File: config.mk
export PLATFORM = sky130hd
export DESIGN_NAME = i3c_target_rx
export DESIGN_NICKNAME = d
export VERILOG_FILES = /design/src/design/i3c_rx_pkg.sv /design/src/design/bus_monitor.sv /design/src/design/i3c_target_rx.sv /design/src/design/rx_byte_fifo.sv /design/src/design/rx_descriptor_builder.sv /design/src/design/target_rx_engine.sv
export VERILOG_INCLUDE_DIRS = /design/src /design/src/include
export SDC_FILE = /design/constraint.sdc
export NUM_CORES = 1
export LEC_CHECK = 0
export ABC_AREA = 0
export BUFFER_PORTS_ARGS = -buffer_cell sky130_fd_sc_hd__buf_2
export CAP_MARGIN = 30
export CORE_ASPECT_RATIO = 0.5
export CORE_MARGIN = 2
export CORE_UTILIZATION = 55
export CTS_BUF_LIST = sky130_fd_sc_hd__clkbuf_2
export DETAILED_ROUTE_END_ITERATION = 12
export PLACE_DENSITY = 0.74
export SETUP_SLACK_MARGIN = 0.05
export SLEW_MARGIN = 20
export SYNTH_ARGS = -nofsm -noshare
export SYNTH_HDL_FRONTEND = slang
export SYNTH_SLANG_ARGS = --single-unit
File: constraint.sdc
create_clock -name clk_i -period 8.1 [get_ports clk_i]
set_clock_uncertainty 0.05 [all_clocks]
set_input_delay 1.62 -clock clk_i [delete_from_list [all_inputs] [get_ports clk_i]]
set_output_delay 1.62 -clock clk_i [all_outputs]
set_load 0.1 [all_outputs]
File: src/include/i3c_rx_cfg.svh
// Width, depth and bus constants shared by the I3C target receive path; include where needed
`ifndef I3C_RX_CFG_SVH
`define I3C_RX_CFG_SVH

// Bus symbols
`define I3C_BYTE_W 8
`define I3C_ADDR_W 7

// Receive buffering
`define RX_FIFO_DEPTH 8

// Descriptor byte counter
`define RX_COUNT_W 16

// Pin synchronizer length
`define SYNC_STAGES 2

`endif

File: src/design/i3c_rx_pkg.sv
// Types shared by the I3C target receive path; import in the module body where used
`include "i3c_rx_cfg.svh"

package i3c_rx_pkg;

  // One byte on its way from the bus to the data port
  typedef struct packed {
    logic [`I3C_BYTE_W-1:0] data;
    logic                   last;
    logic                   parity_err;
    logic                   overflow;   // Only meaningful with last
  } rx_entry_t;

  // Per-frame report, byte count in the low half
  typedef struct packed {
    logic [13:0]            reserved;
    logic                   overflow;
    logic                   parity_err;
    logic [`RX_COUNT_W-1:0] byte_count;
  } rx_desc_t;

  typedef enum logic [2:0] {
    Idle,
    Addr,
    AddrAck,
    Data,
    Ignore
  } rx_state_e;

  typedef enum logic {
    Forward,
    Report
  } desc_state_e;

endpackage

File: src/design/bus_monitor.sv
// Synchronizes SCL and SDA and reports their edges and START/STOP as single-cycle pulses
`timescale 1ns/100ps
`include "i3c_rx_cfg.svh"

module bus_monitor (
  input  logic clk_i,
  input  logic rst_ni,
  input  logic scl_i,
  input  logic sda_i,
  output logic scl_rise_o,
  output logic scl_fall_o,
  output logic start_det_o,
  output logic stop_det_o,
  output logic sda_o
);

  logic [`SYNC_STAGES-1:0] scl_sync_q;
  logic [`SYNC_STAGES-1:0] sda_sync_q;
  logic                    scl_s;
  logic                    sda_s;
  logic                    scl_q;
  logic                    sda_q;

  assign scl_s = scl_sync_q[`SYNC_STAGES-1];
  assign sda_s = sda_sync_q[`SYNC_STAGES-1];

  // Idle bus is pulled high, so everything resets to one
  always_ff @(posedge clk_i or negedge rst_ni) begin
    if (!rst_ni) begin
      scl_sync_q <= '1;
      sda_sync_q <= '1;
      scl_q      <= 1'b1;
      sda_q      <= 1'b1;
    end else begin
      scl_sync_q <= {scl_sync_q[`SYNC_STAGES-2:0], scl_i};
      sda_sync_q <= {sda_sync_q[`SYNC_STAGES-2:0], sda_i};
      scl_q      <= scl_s;
      sda_q      <= sda_s;
    end
  end

  // Pulses registered so they line up with the delayed levels
  always_ff @(posedge clk_i or negedge rst_ni) begin
    if (!rst_ni) begin
      scl_rise_o  <= 1'b0;
      scl_fall_o  <= 1'b0;
      start_det_o <= 1'b0;
      stop_det_o  <= 1'b0;
    end else begin
      scl_rise_o  <= scl_s & ~scl_q;
      scl_fall_o  <= ~scl_s & scl_q;
      // SDA moving while SCL stays high
      start_det_o <= scl_s & scl_q & sda_q & ~sda_s;
      stop_det_o  <= scl_s & scl_q & ~sda_q & sda_s;
    end
  end

  assign sda_o = sda_q;

endmodule

File: src/design/i3c_target_rx.sv
// Top level of the I3C SDR target receive path, pins in, byte stream and descriptors out
`timescale 1ns/100ps
`include "i3c_rx_cfg.svh"

module i3c_target_rx (
  input  logic                   clk_i,
  input  logic                   rst_ni,
  input  logic                   scl_i,
  input  logic                   sda_i,
  output logic                   sda_o,
  input  logic [`I3C_ADDR_W-1:0] dyn_addr_i,
  input  logic                   dyn_addr_valid_i,
  output logic                   rx_data_valid_o,
  output logic [`I3C_BYTE_W-1:0] rx_data_o,
  input  logic                   rx_data_ready_i,
  output logic                   rx_desc_valid_o,
  output i3c_rx_pkg::rx_desc_t   rx_desc_o,
  input  logic                   rx_desc_ready_i
);

  import i3c_rx_pkg::*;

  logic      scl_rise;
  logic      scl_fall;
  logic      start_det;
  logic      stop_det;
  logic      sda_sync;
  logic      push_valid;
  logic      push_ready;
  rx_entry_t push_entry;
  logic      pop_valid;
  logic      pop_ready;
  rx_entry_t pop_entry;

  bus_monitor u_bus_monitor (
    .clk_i      (clk_i),
    .rst_ni     (rst_ni),
    .scl_i      (scl_i),
    .sda_i      (sda_i),
    .scl_rise_o (scl_rise),
    .scl_fall_o (scl_fall),
    .start_det_o(start_det),
    .stop_det_o (stop_det),
    .sda_o      (sda_sync)
  );

  target_rx_engine u_target_rx_engine (
    .clk_i           (clk_i),
    .rst_ni          (rst_ni),
    .dyn_addr_i      (dyn_addr_i),
    .dyn_addr_valid_i(dyn_addr_valid_i),
    .scl_rise_i      (scl_rise),
    .scl_fall_i      (scl_fall),
    .start_det_i     (start_det),
    .stop_det_i      (stop_det),
    .sda_i           (sda_sync),
    .sda_o           (sda_o),
    .push_valid_o    (push_valid),
    .push_entry_o    (push_entry),
    .push_ready_i    (push_ready)
  );

  rx_byte_fifo #(
    .DEPTH(`RX_FIFO_DEPTH)
  ) u_rx_byte_fifo (
    .clk_i       (clk_i),
    .rst_ni      (rst_ni),
    .push_valid_i(push_valid),
    .push_entry_i(push_entry),
    .push_ready_o(push_ready),
    .pop_valid_o (pop_valid),
    .pop_entry_o (pop_entry),
    .pop_ready_i (pop_ready)
  );

  rx_descriptor_builder u_rx_descriptor_builder (
    .clk_i          (clk_i),
    .rst_ni         (rst_ni),
    .pop_valid_i    (pop_valid),
    .pop_entry_i    (pop_entry),
    .pop_ready_o    (pop_ready),
    .rx_data_valid_o(rx_data_valid_o),
    .rx_data_o      (rx_data_o),
    .rx_data_ready_i(rx_data_ready_i),
    .rx_desc_valid_o(rx_desc_valid_o),
    .rx_desc_o      (rx_desc_o),
    .rx_desc_ready_i(rx_desc_ready_i)
  );

endmodule

File: src/design/rx_byte_fifo.sv
// Circular buffer of receive entries between the bus engine and the descriptor builder
`timescale 1ns/100ps
`include "i3c_rx_cfg.svh"

module rx_byte_fifo #(
  parameter int unsigned DEPTH = `RX_FIFO_DEPTH
) (
  input  logic                  clk_i,
  input  logic                  rst_ni,
  input  logic                  push_valid_i,
  input  i3c_rx_pkg::rx_entry_t push_entry_i,
  output logic                  push_ready_o,
  output logic                  pop_valid_o,
  output i3c_rx_pkg::rx_entry_t pop_entry_o,
  input  logic                  pop_ready_i
);

  import i3c_rx_pkg::*;

  localparam int unsigned PTR_W = (DEPTH > 1) ? $clog2(DEPTH) : 1;

  rx_entry_t        mem_q [DEPTH];
  logic [PTR_W-1:0] wr_ptr_q;
  logic [PTR_W-1:0] rd_ptr_q;
  logic [PTR_W:0]   count_q;
  logic             do_push;
  logic             do_pop;

  assign push_ready_o = (count_q != DEPTH[PTR_W:0]);
  assign pop_valid_o  = (count_q != '0);
  assign pop_entry_o  = mem_q[rd_ptr_q];

  assign do_push = push_valid_i && push_ready_o;
  assign do_pop  = pop_valid_o && pop_ready_i;

  always_ff @(posedge clk_i) begin
    if (do_push) begin
      mem_q[wr_ptr_q] <= push_entry_i;
    end
  end

  always_ff @(posedge clk_i or negedge rst_ni) begin
    if (!rst_ni) begin
      wr_ptr_q <= '0;
      rd_ptr_q <= '0;
      count_q  <= '0;
    end else begin
      // Pointers wrap at DEPTH, not at a power of two
      if (do_push) begin
        wr_ptr_q <= (wr_ptr_q == PTR_W'(DEPTH - 1)) ? '0 : wr_ptr_q + 1'b1;
      end
      if (do_pop) begin
        rd_ptr_q <= (rd_ptr_q == PTR_W'(DEPTH - 1)) ? '0 : rd_ptr_q + 1'b1;
      end
      if (do_push && !do_pop) begin
        count_q <= count_q + 1'b1;
      end else if (do_pop && !do_push) begin
        count_q <= count_q - 1'b1;
      end
    end
  end

endmodule

File: src/design/rx_descriptor_builder.sv
// Drains the byte FIFO onto the data port and reports each frame with one descriptor
`timescale 1ns/100ps
`include "i3c_rx_cfg.svh"

module rx_descriptor_builder (
  input  logic                   clk_i,
  input  logic                   rst_ni,
  input  logic                   pop_valid_i,
  input  i3c_rx_pkg::rx_entry_t  pop_entry_i,
  output logic                   pop_ready_o,
  output logic                   rx_data_valid_o,
  output logic [`I3C_BYTE_W-1:0] rx_data_o,
  input  logic                   rx_data_ready_i,
  output logic                   rx_desc_valid_o,
  output i3c_rx_pkg::rx_desc_t   rx_desc_o,
  input  logic                   rx_desc_ready_i
);

  import i3c_rx_pkg::*;

  desc_state_e            state_q;
  logic                   data_valid_q;
  logic [`I3C_BYTE_W-1:0] data_q;
  logic [`RX_COUNT_W-1:0] count_q;
  logic                   parity_q;
  logic                   ovf_q;
  logic                   take;

  // Refill the output register when it is empty or being taken
  assign pop_ready_o = (state_q == Forward) && (!data_valid_q || rx_data_ready_i);
  assign take        = pop_valid_i && pop_ready_o;

  // Descriptor only once the last byte has left the data port
  assign rx_desc_valid_o = (state_q == Report) && !data_valid_q;

  always_ff @(posedge clk_i) begin
    if (take) begin
      data_q <= pop_entry_i.data;
    end
  end

  always_ff @(posedge clk_i or negedge rst_ni) begin
    if (!rst_ni) begin
      state_q      <= Forward;
      data_valid_q <= 1'b0;
      count_q      <= '0;
      parity_q     <= 1'b0;
      ovf_q        <= 1'b0;
    end else begin
      if (take) begin
        data_valid_q <= 1'b1;
        count_q      <= count_q + 1'b1;
        parity_q     <= parity_q | pop_entry_i.parity_err;
        ovf_q        <= ovf_q | (pop_entry_i.last & pop_entry_i.overflow);
        if (pop_entry_i.last) begin
          state_q <= Report;
        end
      end else if (rx_data_ready_i) begin
        data_valid_q <= 1'b0;
      end

      if (rx_desc_valid_o && rx_desc_ready_i) begin
        state_q  <= Forward;
        count_q  <= '0;
        parity_q <= 1'b0;
        ovf_q    <= 1'b0;
      end
    end
  end

  assign rx_data_valid_o = data_valid_q;
  assign rx_data_o       = data_q;

  always_comb begin
    rx_desc_o            = '0;
    rx_desc_o.byte_count = count_q;
    rx_desc_o.parity_err = parity_q;
    rx_desc_o.overflow   = ovf_q;
  end

endmodule

File: src/design/target_rx_engine.sv
// Receive FSM of the I3C target: address match, ACK, data and T-bit capture, FIFO push
`timescale 1ns/100ps
`include "i3c_rx_cfg.svh"

module target_rx_engine (
  input  logic                   clk_i,
  input  logic                   rst_ni,
  input  logic [`I3C_ADDR_W-1:0] dyn_addr_i,
  input  logic                   dyn_addr_valid_i,
  input  logic                   scl_rise_i,
  input  logic                   scl_fall_i,
  input  logic                   start_det_i,
  input  logic                   stop_det_i,
  input  logic                   sda_i,
  output logic                   sda_o,
  output logic                   push_valid_o,
  output i3c_rx_pkg::rx_entry_t  push_entry_o,
  input  logic                   push_ready_i
);

  import i3c_rx_pkg::*;

  rx_state_e              state_q;
  logic [3:0]             bit_cnt_q;
  logic [`I3C_BYTE_W-1:0] shift_q;
  logic                   ack_q;
  logic                   addr_match;
  rx_entry_t              stage_q;
  logic                   stage_valid_q;
  rx_entry_t              push_entry_q;
  logic                   push_valid_q;
  logic                   frame_ovf_q;

  // Private write to our own dynamic address
  assign addr_match = dyn_addr_valid_i && !shift_q[0] &&
                      (shift_q[`I3C_BYTE_W-1:1] == dyn_addr_i);

  always_ff @(posedge clk_i or negedge rst_ni) begin
    if (!rst_ni) begin
      state_q       <= Idle;
      bit_cnt_q     <= '0;
      shift_q       <= '0;
      ack_q         <= 1'b0;
      stage_valid_q <= 1'b0;
      push_valid_q  <= 1'b0;
      frame_ovf_q   <= 1'b0;
    end else begin
      // SCL cannot be stretched, so a refused byte is lost
      // The last byte waits, nothing new arrives before the FIFO drains
      if (push_valid_q) begin
        if (push_ready_i) begin
          push_valid_q <= 1'b0;
        end else if (!push_entry_q.last) begin
          push_valid_q <= 1'b0;
          frame_ovf_q  <= 1'b1;
        end
      end

      if (start_det_i || stop_det_i) begin
        ack_q     <= 1'b0;
        bit_cnt_q <= '0;
        state_q   <= start_det_i ? Addr : Idle;
        // Frame ends here, flush staged byte as last
        if (stage_valid_q) begin
          push_valid_q  <= 1'b1;
          push_entry_q  <= '{data: stage_q.data, last: 1'b1,
                             parity_err: stage_q.parity_err, overflow: frame_ovf_q};
          stage_valid_q <= 1'b0;
        end
        frame_ovf_q <= 1'b0;
      end else begin
        case (state_q)
          Addr: begin
            if (scl_rise_i && bit_cnt_q != 4'd8) begin
              shift_q   <= {shift_q[`I3C_BYTE_W-2:0], sda_i};
              bit_cnt_q <= bit_cnt_q + 4'd1;
            end else if (scl_fall_i && bit_cnt_q == 4'd8) begin
              bit_cnt_q <= '0;
              if (addr_match) begin
                ack_q   <= 1'b1;
                state_q <= AddrAck;
              end else begin
                state_q <= Ignore;
              end
            end
          end

          AddrAck: begin
            // Hold SDA low through the 9th clock
            if (scl_fall_i) begin
              ack_q   <= 1'b0;
              state_q <= Data;
            end
          end

          Data: begin
            if (scl_rise_i) begin
              shift_q <= {shift_q[`I3C_BYTE_W-2:0], sda_i};
              if (bit_cnt_q == 4'd8) begin
                bit_cnt_q <= '0;
                // T bit makes the 9-bit word odd
                stage_q       <= '{data: shift_q, last: 1'b0,
                                   parity_err: (sda_i == ^shift_q), overflow: 1'b0};
                stage_valid_q <= 1'b1;
                if (stage_valid_q) begin
                  push_valid_q <= 1'b1;
                  push_entry_q <= stage_q;
                end
              end else begin
                bit_cnt_q <= bit_cnt_q + 4'd1;
              end
            end
          end

          default: ;
        endcase
      end
    end
  end

  assign sda_o        = ~ack_q;
  assign push_valid_o = push_valid_q;
  assign push_entry_o = push_entry_q;

endmodule

-- Word level (Yosys, flattened, before mapping)
Memory sizes are Yosys's and may differ from the RTL's.
Cells that the tools add are included.
- add/sub/neg operators: 6
- equality and inequality tests: 20
- muxes and demuxes: 61
- bitwise logic cells: 17
- reduce and logical (&&, ||, !) cells: 39
- operators by type and width (operator ; number):
    two-way mux 11 bit ; 6
    two-way mux 1 bit ; 33
    two-way mux 16 bit ; 2
    two-way mux 4 bit ; 7
    two-way mux 3 bit ; 7
    nonzero test 2 bit ; 9
    adder 16 x 1 -> 16 bit, second input constant ; 1
    two-way mux 8 bit ; 2
    case mux 8 bit (2 select lines) ; 1
    AND reduction 5 bit ; 3
    logical AND 1 bit ; 11
    != test 3 x 2 -> 1 bit, second input constant ; 3
    AND reduction 3 bit ; 3
    adder 4 x 1 -> 4 bit, second input constant ; 2
    bitwise AND 1 bit ; 8
    != test 4 bit, second input constant ; 2
    case mux 4 bit (2 select lines) ; 1
    AND reduction 4 bit ; 2
    XOR reduction 8 bit ; 1
    equality test 7 bit ; 1
    inverter 1 bit ; 7
    adder 3 x 1 -> 3 bit, second input constant ; 2
    equality test 3 x 2 -> 1 bit, second input constant ; 2
    equality test 3 bit, second input constant ; 2
    16 further kinds ; 25
- bits in registers: 87
- memory bits (writable): 88
- bits of input ports: 14
- output and inout port bits: 43
- logic and storage cells: 174
- memories: 1
- memories (name ; words ; width ; read ports ; clocked after memory_dff ; wr ports ; RTL line ; source):
    u_rx_byte_fifo.mem_q ; 8 ; 11 ; 1 ; 0 ; 1 ; rx_byte_fifo.sv:22 ; rx_entry_t mem_q [DEPTH];

-- Depth between registers and ports, before layout
Gate-level depths: netlist of the first run.
- word-level depth: 8
- depth in mapped cells: 11
- gate-level depth less buffers: 10

-- Modules after synthesis
From an unflattened synthesis of the first run, not the netlist that was laid out.
- cell total of the unflattened synthesis: 458
- area total of the unflattened synthesis: 7439.6 µm²
- by module, submodules not included (module ; times used ; cells an instance ; area each (µm²) ; seq. area each (µm²)):
    rx_byte_fifo ; 1 ; 192 ; 4073.9 ; 2892.8
    target_rx_engine ; 1 ; 127 ; 1715.4 ; 1076.0
    rx_descriptor_builder ; 1 ; 125 ; 1360.1 ; 740.7
    bus_monitor ; 1 ; 14 ; 290.3 ; 257.7

-- Worst setup path before layout of the first run
OpenSTA, ideal clock, no wires.
- path kind: flip-flop to output port
- start: register u_rx_descriptor_builder.data_valid_q (netlist: u_rx_descriptor_builder.rx_data_valid_o)
- end: output rx_desc_valid_o
- arrival: 2.245 ns
- data required time: 6.430 ns
- path slack: 4.185 ns
- cell stages (with the launch flop): 2
- path buffers: 0
- path through: dfrtp_1 nor2b_1
- longest elaborated chain between the ends: 2
- RTL lines (item ; RTL line ; source):
    start, declared ; rx_descriptor_builder.sv:22 ; logic data_valid_q;
    start signal, assigned ; rx_descriptor_builder.sv:45 ; data_valid_q <= 1'b0;
    start signal, assigned ; rx_descriptor_builder.sv:51 ; data_valid_q <= 1'b1;
    start signal, assigned ; rx_descriptor_builder.sv:59 ; data_valid_q <= 1'b0;
    zero test 1 bit ; rx_descriptor_builder.sv:34 ; assign rx_desc_valid_o = (state_q == Report) && !data_valid_q;
    logical AND 1 bit ; rx_descriptor_builder.sv:34 ;
    end, declared ; i3c_target_rx.sv:16 ; output logic rx_desc_valid_o,
No other way between the ends.

-- Worst setup path after layout of the first run
- start: register u_rx_descriptor_builder.state_q
- end: output rx_desc_valid_o
- longest elaborated chain between the ends: 1
- RTL lines (item ; RTL line ; source):
    start, declared ; rx_descriptor_builder.sv:21 ; desc_state_e state_q;
    start signal, assigned ; rx_descriptor_builder.sv:44 ; state_q <= Forward;
    start signal, assigned ; rx_descriptor_builder.sv:56 ; state_q <= Report;
    start signal, assigned ; rx_descriptor_builder.sv:63 ; state_q <= Forward;
    logical AND 1 bit ; rx_descriptor_builder.sv:34 ;
No other way between the ends.

==> results, run 1 <==
- The number of hold-slack violations in the final timing report is 0.
- The floorplan has 29 rows.
- The die area is 14100 um2.
- sky130_fd_sc_hd__edfxtp_1 takes more of the synthesized area than any other cell.
- The path class of the tightest hold or removal check is reg2reg.
- The die extent in x is 166 um.
- The part of the power in combinational logic is 34.8%.
- The detailed router finished its first iteration with 287 violations.
- A synthesized cell averages 15.7 um2.
- Based on the critical path, the design can be clocked at up to 0.288 GHz.
- The maximum clock path buffer count is 2.
- Before antenna repair, the detailed router went through 4 iterations.
- The total of hold buffers inserted after clock tree synthesis is 0.
- In the final routed layout, each cell accounts on average for 17.2 um.
- The synthesized netlist occupies a cell area of 7230 um2.
- The final count of negative-setup-slack endpoints is 0.
- The net count of the finished layout is 542.
- The type of element launching the critical path is a flip-flop.
- The number of setup buffers added after CTS is 0.
- Max-cap violations in this run came to 0.
- The maximum vdd drop is 0.251 mV.
- At the worst endpoint, the required time is 6.43 ns.
- The post-synthesis cell count is 460.
- The cell-internal power is 0.00147 W.
- After synthesis, the cell types taking the most area are sky130_fd_sc_hd__edfxtp_1, sky130_fd_sc_hd__dfrtp_1, sky130_fd_sc_hd__mux4_2.
- Of all flip-flops after synthesis, the portion carrying an async set or reset was 33.7%.
- The wire length of the first global-routing pass is 19.7 mm.
- At the later pin of the worst-skew pair, clock insertion delay measures 0.70 ns.
- In this run the count of I/O pins placed on the die edge is 57.
- The slew at the pin with the worst max-slew slack is 0.891 ns.
- Along the worst path, the maximum fanout reaches 6.
- Dividing total power by cell area gives a power density of 307 nW/um2.
- The H-tree depth reported by CTS is 4.
- The routed design could run at a clock period as short as 3.47 ns.
- The total leakage power is 3.01 nW.
- Ranked by instance count, the synthesized netlist is headed by sky130_fd_sc_hd__edfxtp_1, sky130_fd_sc_hd__dfrtp_1, sky130_fd_sc_hd__nand2_1, sky130_fd_sc_hd__nor2_1, sky130_fd_sc_hd__mux4_2.
- The number of buffers created by CTS is 17.
- In this run, synthesis produced a sequential element count of 175.
- The final-layout setup total negative slack is 0 ns.
- Across the whole layout, storage elements account for 4970 um2.
- STA classifies the critical path endpoint as an output pin.
- The proportion of power drawn by flip-flops and latches is 47.6%.
- The number of gates resized after cts is 0.
- Sequential cells were found to cover 68.7% of the synthesized design area.
- Setup repair after global routing left no endpoint under its margin.
- The number of inserted filler cells in the final layout is 926.
- The global-route total usage across every layer is 18.3%.
- The routed layout has 3844 vias.
- The via count of the first global-routing pass came to 3798.
- The die is 85.1 um tall.
- The number of pins with negative max-slew slack in the final report came to 0.
- Of the available clock period, the critical path in the final layout requires 42.9%.
- STA puts the critical path data arrival time at 1.80 ns.
- The pin count of the biggest net entering global routing is 62.
- The number of antenna cells inserted is 0.
- During synthesis, Yosys emitted a total of 0 warnings.
- The run finished with clean final reports.
- Synthesis instantiated 53 different standard cells from the library.
- In this run the power spent charging and discharging nets is 0.000927 W.
- Of the post-synthesis cell area, the dominant cell type holds 48.1%.
- Counting every sink on the clock net gives 175.
- The number of antenna violations at the first check in global routing came to 0.
- The HPWL after detailed placement is 7.79 mm.
- The remaining number of nets flagged by the antenna check after routing is 0.
- The clock network burns 17.6% of the power.
- TritonCTS built the clock tree.
- The worst pin sits at a relative slew slack of 40.1%.
- Routability-driven placement finished with a final weighted congestion of 0.799.
- The cell with the most instances after synthesis is sky130_fd_sc_hd__edfxtp_1.
- The total length of routed wires is 12.0 mm.
- By startpoint and endpoint, the worst setup path is classified as reg2out.
- The share of final-layout standard cells stronger than drive strength 1 is 26.2%.
- The cell at the root of the clock tree is sky130_fd_sc_hd__clkbuf_2.
- The count of port buffers added during placement is 42.
- Compared with the post-synthesis result, the final layout area differs by 8.18%.
- The clock-pin transition on the worst setup and hold timing paths is 0.24 ns.
- The ratio of routed vias to standard cells is 5.49.
- The core footprint is 12700 um2.
- In this run switching power makes up 38.6% of total power.
- The number of flops mapped to enable cells by yosys is 116.
- Once the floorplan was initialized, standard cells occupied 56.8% of the core.
- The area occupied by multi-input gates is 2110 um2.
- In the synthesized netlist the dominant register cell turns out to be sky130_fd_sc_hd__edfxtp_1.
- After global routing the overflow that remains totals 0.
- The number of design rule violations left after detail routing is 0.
- The final worst hold slack is 0.324 ns.
placed cells by master, fill, tap and decap left out, types with 10 or more instances in the layout:
| master | n |
|---|---|
| sky130_fd_sc_hd__mux4_2 | 21 |
| sky130_fd_sc_hd__ha_1 | 10 |
| sky130_fd_sc_hd__mux2i_1 | 13 |
| sky130_fd_sc_hd__edfxtp_1 | 116 |
| sky130_fd_sc_hd__conb_1 | 14 |
| sky130_fd_sc_hd__buf_2 | 42 |
| sky130_fd_sc_hd__clkbuf_2 | 23 |
| sky130_fd_sc_hd__xnor2_1 | 19 |
| sky130_fd_sc_hd__nor2_1 | 22 |
| sky130_fd_sc_hd__dfrtp_1 | 53 |
| sky130_fd_sc_hd__nand2_1 | 33 |
| sky130_fd_sc_hd__inv_1 | 11 |
| sky130_fd_sc_hd__mux2_2 | 20 |
metal layers:
| metal | track usage [%] | share of wire, % |
|---|---|---|
| met2 | 29.4 | 46 |
| met3 | 4.85 | 4.9 |
| met1 | 25.2 | 48 |
| met4 | 5.30 | 0.67 |
| met5 | 0 | 0 |
stage by stage:
step | instances | power [W] | cell area [um2] | utilization [%] | setup slack [ns]
after floorplan | 473 | 0.00187 | 7280 | - | 4.19
after global placement | 667 | 0.00199 | 7600 | 59.7 | 4.26
after detailed placement | 668 | 0.00201 | 7620 | 59.8 | 4.17
after CTS | 700 | 0.00243 | 7830 | 61.5 | 4.54
after global routing | 700 | 0.00252 | 7830 | 61.5 | 4.45
final | 700 | 0.00240 | 7830 | 61.5 | 4.63
worst max-delay path, stage by stage (launching register included):
cell	delay (ns)
sky130_fd_sc_hd__dfrtp_1	0.49
sky130_fd_sc_hd__nor2b_1	0.17
sky130_fd_sc_hd__buf_2	0.44
state kept, by name (all words and copies together), names as in the netlist, 3 cells and up:
signal / flops
u_rx_byte_fifo.wr_ptr_q: 3
u_target_rx_engine.bit_cnt_q: 4
u_rx_byte_fifo.mem_q: 88
u_target_rx_engine.shift_q: 8
u_rx_byte_fifo.rd_ptr_q: 3
u_target_rx_engine.state_q: 3
u_target_rx_engine.push_entry_o: 11
u_target_rx_engine.stage_q: 9
u_rx_descriptor_builder.count_q: 16
u_rx_descriptor_builder.rx_data_o: 8
u_rx_byte_fifo.count_q: 4
area by class of cell:
type                            count  area share [%]
Clock inverter                      9            1.22
Multi-Input combinational cell    259            26.9
Timing Repair Buffer               51            3.60
Tap cell                          170            2.72
Sequential cell                   175            63.5
Inverter                           13           0.624
Clock buffer                       23            1.47
power groups by stage:
stage	clock network, W	registers (W)	logic, W
floorplan	0	0.00136	0.000506
global placement	0	0.00116	0.000826
detailed placement	0	0.00116	0.000845
CTS	0.000436	0.00114	0.000846
global route	0.000470	0.00116	0.000895
finish	0.000422	0.00114	0.000836
cells by family (layout without fill, tap and decap cells):
kind of cell             Yosys count  after routing  synth area share (%)
AND/OR/NAND/NOR                  120            120                  8.61
other                              1             14                0.0518
multiplexers                      54             54                  11.4
buffers and inverters             39             96                  2.97
adder cells (fa/ha/maj)           11             11                  2.01
XOR/XNOR                          20             20                  2.42
flip-flops                       175            175                  68.7
AO/OA/AOI/OAI                     40             40                  3.82
final timing paths:
path	slack, ns	from	depth (start not counted)	endpoint
max	4.63	u_rx_descriptor_builder.state_q$_DFFE_PN0P_	2	rx_desc_valid_o
min	0.32	u_bus_monitor.scl_sync_q[0]$_DFF_PN1_	0	u_bus_monitor.scl_sync_q[1]$_DFF_PN1_
max reg2reg	5.05	u_rx_byte_fifo.count_q[1]$_DFFE_PN0P_	9	u_rx_byte_fifo.count_q[3]$_DFFE_PN0P_
min reg2reg	0.32	u_bus_monitor.scl_sync_q[0]$_DFF_PN1_	0	u_bus_monitor.scl_sync_q[1]$_DFF_PN1_
max in group asynchronous	6.46	rst_ni	2	u_target_rx_engine.shift_q[5]$_DFFE_PN0P_
min in group asynchronous	0.98	rst_ni	2	u_rx_descriptor_builder.count_q[12]$_DFFE_PN0P_
No activity file was read; power rests on OpenSTA's default activity.
==> run 2, diff against run 1 <==
Settings changed: PLACE_DENSITY 0.74 to 0.77.
Clock period 8.1 ns to 3.1 ns, I/O delays scaled along.
==> results, run 2 (synthesis gave the netlist of run 1 again) <==
- The run finished with clean final reports.
- The final layout contains routed wiring with a total length of 12.8 mm.
- The congestion estimate from routability-driven global placement came to 0.796.
- The first routing iteration left 336 violations.
- In this run the tool buffered the top-level ports with 42 buffer cells.
- Setup repair after global routing left no endpoint under its margin.
- The via count of the first global-routing pass came to 3878.
- In this run, CTS created clock tree buffers numbering 17.
- The detail route stage leaves a number of antenna-violating nets equal to 0.
- Among all stages on the critical path, the largest delay is contributed by sky130_fd_sc_hd__dfrtp_1.
- The element type at the critical path end is a flip-flop.
- The filler cells instantiated in the layout total 926.
- Relative to the synthesized area, the layout overhead comes to 10.0%.
- Counting I/O delays and the setup requirement, the final critical path takes 2.57 ns.
- Once the floorplan was initialized, standard cells occupied 56.8% of the core.
- The number of hold-slack violations in the final timing report is 0.
- For the pin with the worst max-slew slack, the measured transition is 1.03 ns.
- The TritonCTS clock tree is built.
- Setup total negative slack on the finished layout was measured at 0 ns.
- Clock latency on the worst-skew pair, taken at its later pin, is 0.71 ns.
- The register with the most flip-flops in the layout has 88 of them.
- The total leakage power is 3.06 nW.
- Measured along the y axis, the die boundary spans 85.1 um.
- No sink is reached through more buffers than the 2 on the longest clock path.
- The largest fanout on the critical path is 5.
- The type of element launching the critical path is a flip-flop.
- The repair_antennas step left the layout with diodes totalling 0.
- Counting stages on the worst path, the most repeated cell is sky130_fd_sc_hd__ha_1.
- The share of final-layout standard cells stronger than drive strength 1 is 27.0%.
- Summed over all layers, the global routing overflow is 0.
- The die area is 14100 um2.
- The first TritonRoute pass finished after 4 iterations.
- The clock-pin transition on the worst setup and hold timing paths is 0.26 ns.
- The number of core rows is 29.
- The ratio of routed vias to standard cells is 5.54.
- The final critical path takes up 82.8% of the cycle.
- The remaining max-slew budget at the tightest pin is 30.7%.
- The TritonCTS sink count is 175.
- Setup violations remaining at the end of the flow were counted as 0.
- In the final layout, the multi-input gates occupy 2100 um2.
- Static timing analysis puts the maximum clock frequency at 0.390 GHz.
- The startpoint identified for the worst register-to-register timing path is u_rx_byte_fifo.count_q[0]$_DFFE_PN0P_.
- The number of pins with negative max-slew slack in the final report was 0.
- STA puts the critical path data required time at 3.71 ns.
- The data arrival time of the critical path is 3.18 ns.
- By startpoint and endpoint, the worst setup path is classified as reg2reg.
- The end-of-flow core utilization is 62.5%.
- In the final routed layout, each cell accounts on average for 18.0 um.
- For this run, design rule violations remaining after detail routing come to 0.
- The net count of the finished layout is 553.
- The library cell used most frequently in the layout, excluding fill and tap cells, is sky130_fd_sc_hd__edfxtp_1.
- The global-route total usage across every layer is 19.7%.
- Traced cell by cell, the critical path runs through nor4_1, or3_1, ha_1, inv_1, ha_1, a21o_1, a21oi_1, mux2i_1, xnor2_1.
- The cell at the root of the clock tree is sky130_fd_sc_hd__clkbuf_2.
- The pin count of the biggest net entering global routing is 58.
- Summing over every cut layer, the via total after detailed routing is 3940.
- The critical path launch point is u_rx_byte_fifo.count_q[0]$_DFFE_PN0P_.
- On the worst path, the slowest cell contributes a delay of 0.51 ns.
- The wire length of the first global-routing pass is 20.9 mm.
- The H-tree depth reported by CTS is 4.
- The final HPWL from detailed placement is 8.25 mm.
- The area occupied by registers is 4970 um2.
- VDD sags by at most 0.891 mV.
- The floorplan step defined a core boundary enclosing 12700 um2.
- The largest register by flop count is u_rx_byte_fifo.mem_q.
- Power spread over the standard cell area amounts to 808 nW/um2.
- The die is 166 um wide.
- Across the run, the number of max-cap violations was 0.
- The number of antenna violations at the first check in global routing is 0.
- The library cells used most frequently in the layout, excluding fill and tap cells, are sky130_fd_sc_hd__edfxtp_1, sky130_fd_sc_hd__dfrtp_1, sky130_fd_sc_hd__buf_2.
- The class of the tightest hold or removal check is in2reg.
- The start point of the worst min-delay path is rx_data_ready_i.
- The number of ports placed on the die boundary is 57.
==> run 2: cell types whose count changed in the layout (fill, tap and decap cells not counted), sizes merged <==
cell	change
inv	-1
clkbuf	-4
clkinvlp	+4
bufinv	+1
dlygate4sd3	+3
buf	+8
==> run 2: path summary, 6_finish.rpt <==
kind / endpoint / slack [ns] / cells after the start
worst max-delay path: u_rx_byte_fifo.count_q[3]$_DFFE_PN0P_ / 0.53 / 9
worst min-delay path: u_rx_descriptor_builder.rx_data_valid_o$_DFFE_PN0P_ / 0.14 / 3
worst max register to register: u_rx_byte_fifo.count_q[3]$_DFFE_PN0P_ / 0.53 / 9
worst min register to register: u_bus_monitor.sda_sync_q[1]$_DFF_PN1_ / 0.32 / 0
max in group asynchronous: u_target_rx_engine.shift_q[6]$_DFFE_PN0P_ / 1.80 / 3
min in group asynchronous: u_target_rx_engine.bit_cnt_q[3]$_DFFE_PN0P_ / 0.23 / 2
==> run 2: critical path, delay by kind of cell, from the launching register on <==
family | cells | cell delay, ns
buffers and inverters | 1 | 0.10
AO/OA/AOI/OAI | 2 | 0.32
adder cells (fa/ha/maj) | 2 | 0.46
XOR/XNOR | 1 | 0.14
flip-flops | 1 | 0.51
multiplexers | 1 | 0.23
AND/OR/NAND/NOR | 2 | 0.70
==> run 2: routing by layer <==
metal,track usage (%),up-vias,wire [um]
met5,0,-,0
met4,5.06,0,89
met3,5.55,7,834
met2,30.9,112,5970
met1,27.7,1979,5900
li1,-,1842,-
==> run 2: report_power, final <==
part / internal, W / total (W) / leakage, nW / switching [W]
combinational: 0.000753 / 0.00224 / 1.11 / 0.00148
clock: 0.000458 / 0.00123 / 0.145 / 0.000768
sequential: 0.00274 / 0.00297 / 1.81 / 0.000228
total: 0.00395 / 0.00643 / 3.06 / 0.00248
==> run 2: layout make-up <==
class | instances | share of cell area [%]
clock inverter | 13 | 2.06
multi-input combinational | 259 | 26.4
timing repair buffer | 62 | 4.62
clock buffer | 19 | 1.19
tap | 170 | 2.67
inverter | 13 | 0.613
sequential | 175 | 62.4
==> run 2: what timing repair did <==
action	4_1_cts	5_1_grt
gates resized for setup	0	0
hold endpoints to repair	4	0
buffers inserted	0	0
hold buffers	3	0
==> run 2: through the flow <==
step	setup WS [ns]	cells	hold slack, ns	total power, W	instance area (um2)
floorplan	0.110	473	0.274	0.00489	7290
global placement	0.613	676	0.298	0.00522	7670
detailed placement	0.549	676	0.297	0.00526	7670
CTS	0.548	711	0.0723	0.00649	7960
global route	0.388	711	0.0525	0.00677	7960
finish	0.534	711	0.142	0.00643	7960
==> run 3, diff against run 2 <==
Settings changed: PLACE_DENSITY 0.77 to 0.74.
Clock period 3.1 ns to 2.4 ns, I/O delays scaled along.
==> results, run 3 (synthesis gave the netlist of run 1 again) <==
- The flip-flop count of the largest register, all copies and words added is 88.
- The type of element launching the critical path is a flip-flop.
- The clock net in this run drives a total of 175 sinks.
- The max-cap violation count is 0.
- The H-tree depth reported by CTS is 4.
- The routed wirelength normalized by instance count is 17.4 um.
- The number of setup buffers added after CTS is 0.
- The wire length of the first global-routing pass is 20.4 mm.
- Hold timing on the final database bottoms out at a slack of 0.195 ns.
- 0 antenna diodes ended up in the layout.
- The tree is rooted in a sky130_fd_sc_hd__clkbuf_2.
- The die area is 14100 um2.
- The count of port buffers added during placement is 42.
- In the layout the commonest cells are sky130_fd_sc_hd__edfxtp_1, sky130_fd_sc_hd__dfrtp_1, sky130_fd_sc_hd__buf_2.
- The min-delay analysis places its worst path in the category in2reg.
- Once detail routing completed, the nets flagged for antenna violations numbered 0.
- The number of hold-slack violations in the final timing report is 0.
- The first detailed-routing pass ran for 5 iterations.
- The signal on the critical path passes through nor2b_4, or3_1, ha_4, inv_4, ha_4, a21o_1, a21oi_2, mux2i_1, xnor2_1.
- The routed metal-1 wirelength is 6.03 mm.
- The number of buffers and inverters on the critical path is 1.
- The global-route total usage across every layer is 19.1%.
- For this block, the via count after detailed routing is 3960.
- After detailed routing, the met2 layer carries 5.76 mm of wire.
- On the critical path, the stage with the largest delay is an instance of sky130_fd_sc_hd__dfrtp_4.
- The number of pins with negative max-slew slack in the final report is 0.
- In the routed layout, each cell is associated on average with a via count of 5.50.
- The die outline height is 85.1 um.
- The net count of the finished layout is 562.
- The number of core rows is 29.
- Timing would allow up to 0.440 GHz.
- The clock-pin transition on the worst setup and hold timing paths is 0.26 ns.
- Data arrives at the worst endpoint at 2.89 ns.
- The number of antenna violations at the first check in global routing came to 0.
- The area growth from synthesis to layout is 11.9%.
- The residual overflow from global routing is 0.
- Power spread over the standard cell area amounts to 1050 nW/um2.
- For this configuration, the core starts out at a cell density of 56.8%.
- The final HPWL from detailed placement is 8.24 mm.
- After detailed routing, the total wire length is 12.6 mm.
- The critical path is of the reg2reg type.
- The maximum clock path buffer count is 2.
- The post-route netlist has 29.8% of its cells at a drive strength greater than 1.
- The minimum clock period after layout is 2.27 ns.
- Ranked by flip-flop count, first place goes to u_rx_byte_fifo.mem_q.
- The largest stage delay on the critical path is 0.55 ns.
- The TritonCTS clock tree is built.
- The core region is 12700 um2.
- The total length of routed met3 wires is 656 um.
- VDD sags by at most 0.885 mV.
- Setup repair after global routing could not meet its margin everywhere.
- The final-layout setup total negative slack is 0 ns.
- STA puts the critical path data required time at 3.02 ns.
- The pin count of the biggest net entering global routing is 32.
- Grouping stages by cell kind, the critical path spends the most delay in flip-flops.
- STA classifies the critical path endpoint as a flip-flop.
- The remaining max-slew budget at the tightest pin is 51.8%.
- The clock network latency to the later pin of the worst-skew pair is 0.71 ns.
- At the end of routability-driven placement, the weighted congestion stood at 0.771.
- In this design, the critical path's most frequently occurring cell is sky130_fd_sc_hd__ha_4.
- The number of design rule violations left after detail routing is 0.
- The largest fanout on the critical path is 4.
- The slew at the pin with the worst max-slew slack is 0.717 ns.
- Summing internal, switching and leakage power gives 0.00848 W.
- The number of ports placed on the die boundary is 57.
- Buffers inserted during clock tree synthesis total 17.
- In the finished design, the share of the clock period the worst path needs comes to 94.7%.
- The die extent in x is 166 um.
- The via count of the first global-routing pass is 3863.
- In this run, the number of DRC markers left after iteration 0 of detailed routing was 340.
- The run finished with clean final reports.
- The final count of negative-setup-slack endpoints is 0.
- Summed over all cells, the static leakage comes to 3.13 nW.
- Routed signal wires occupy layers up through met4.
- Leaving out fill and tap cells, the most frequent cell in the layout is sky130_fd_sc_hd__edfxtp_1.
[run 3: changes by cell type in the layout (fill, tap and decap cells not counted), sizes merged]
| cell | change |
|---|---|
| buf | +6 |
| inv | +5 |
| clkinvlp | -4 |
| clkbuf | +2 |
| clkinv | -1 |
| dlygate4sd3 | +1 |
[run 3: final cells by class]
class                           count  area, um2
Sequential cell                   175       4970
Multi-Input combinational cell    259       2150
Clock inverter                     13        158
Inverter                           13       51.3
Timing Repair Buffer               71        462
Fill cell                         929       4640
Tap cell                          170        213
Clock buffer                       19       95.1
[run 3: worst min-delay path, stage by stage]
cell and delay (ns):
sky130_fd_sc_hd__buf_2 0.09, sky130_fd_sc_hd__nand3b_1 0.21, sky130_fd_sc_hd__nand2_1 0.13, sky130_fd_sc_hd__mux2i_1 0.06
[run 3: routing by layer]
metal	global-route usage, %	up-vias
met5	0	-
met4	6.32	0
met3	4.38	15
met2	28.9	108
met1	27.8	1971
li1	-	1866
[run 3: repair_timing]
| item | in CTS | in global routing |
|---|---|---|
| endpoints found under the hold margin | 56 | 0 |
| endpoints found under the setup margin | 1 | 4 |
| pin swaps | 0 | 0 |
| hold buffers | 4 | 0 |
| gates resized for setup | 1 | 4 |
[run 3: path summary, 6_finish.rpt]
| path | slack [ns] | from | cells past startpoint | endpoint |
|---|---|---|---|---|
| worst min-delay path | 0.19 | rx_desc_ready_i | 4 | u_rx_descriptor_builder.count_q[5]$_DFFE_PN0P_ |
| worst max register to register | 0.13 | u_rx_descriptor_builder.rx_data_valid_o$_DFFE_PN0P_ | 9 | u_rx_byte_fifo.count_q[3]$_DFFE_PN0P_ |
| min in group asynchronous | 0.36 | rst_ni | 3 | u_rx_byte_fifo.count_q[1]$_DFFE_PN0P_ |
| max in group asynchronous | 1.62 | rst_ni | 3 | u_rx_byte_fifo.wr_ptr_q[1]$_DFFE_PN0P_ |
| worst min register to register | 0.32 | u_bus_monitor.sda_sync_q[0]$_DFF_PN1_ | 0 | u_bus_monitor.sda_sync_q[1]$_DFF_PN1_ |
| worst max-delay path | 0.13 | u_rx_descriptor_builder.rx_data_valid_o$_DFFE_PN0P_ | 9 | u_rx_byte_fifo.count_q[3]$_DFFE_PN0P_ |
[run 3: stage by stage]
step	utilization, %	instance area (um2)	std cells	setup WS (ns)
6_report	63.6	8100	720	0.127
5_1_grt	63.6	8100	720	0.0306
4_1_cts	63.4	8080	719	0.0505
3_5_place_dp	61.1	7780	683	0.128
3_3_place_gp	61.1	7780	683	0.171
2_1_floorplan	-	7340	473	-0.122
[run 3: report_power, final]
group	switching, W	internal [W]
Combinational	0.00194	0.00108
Clock	0.00101	0.000599
Sequential	0.000310	0.00355
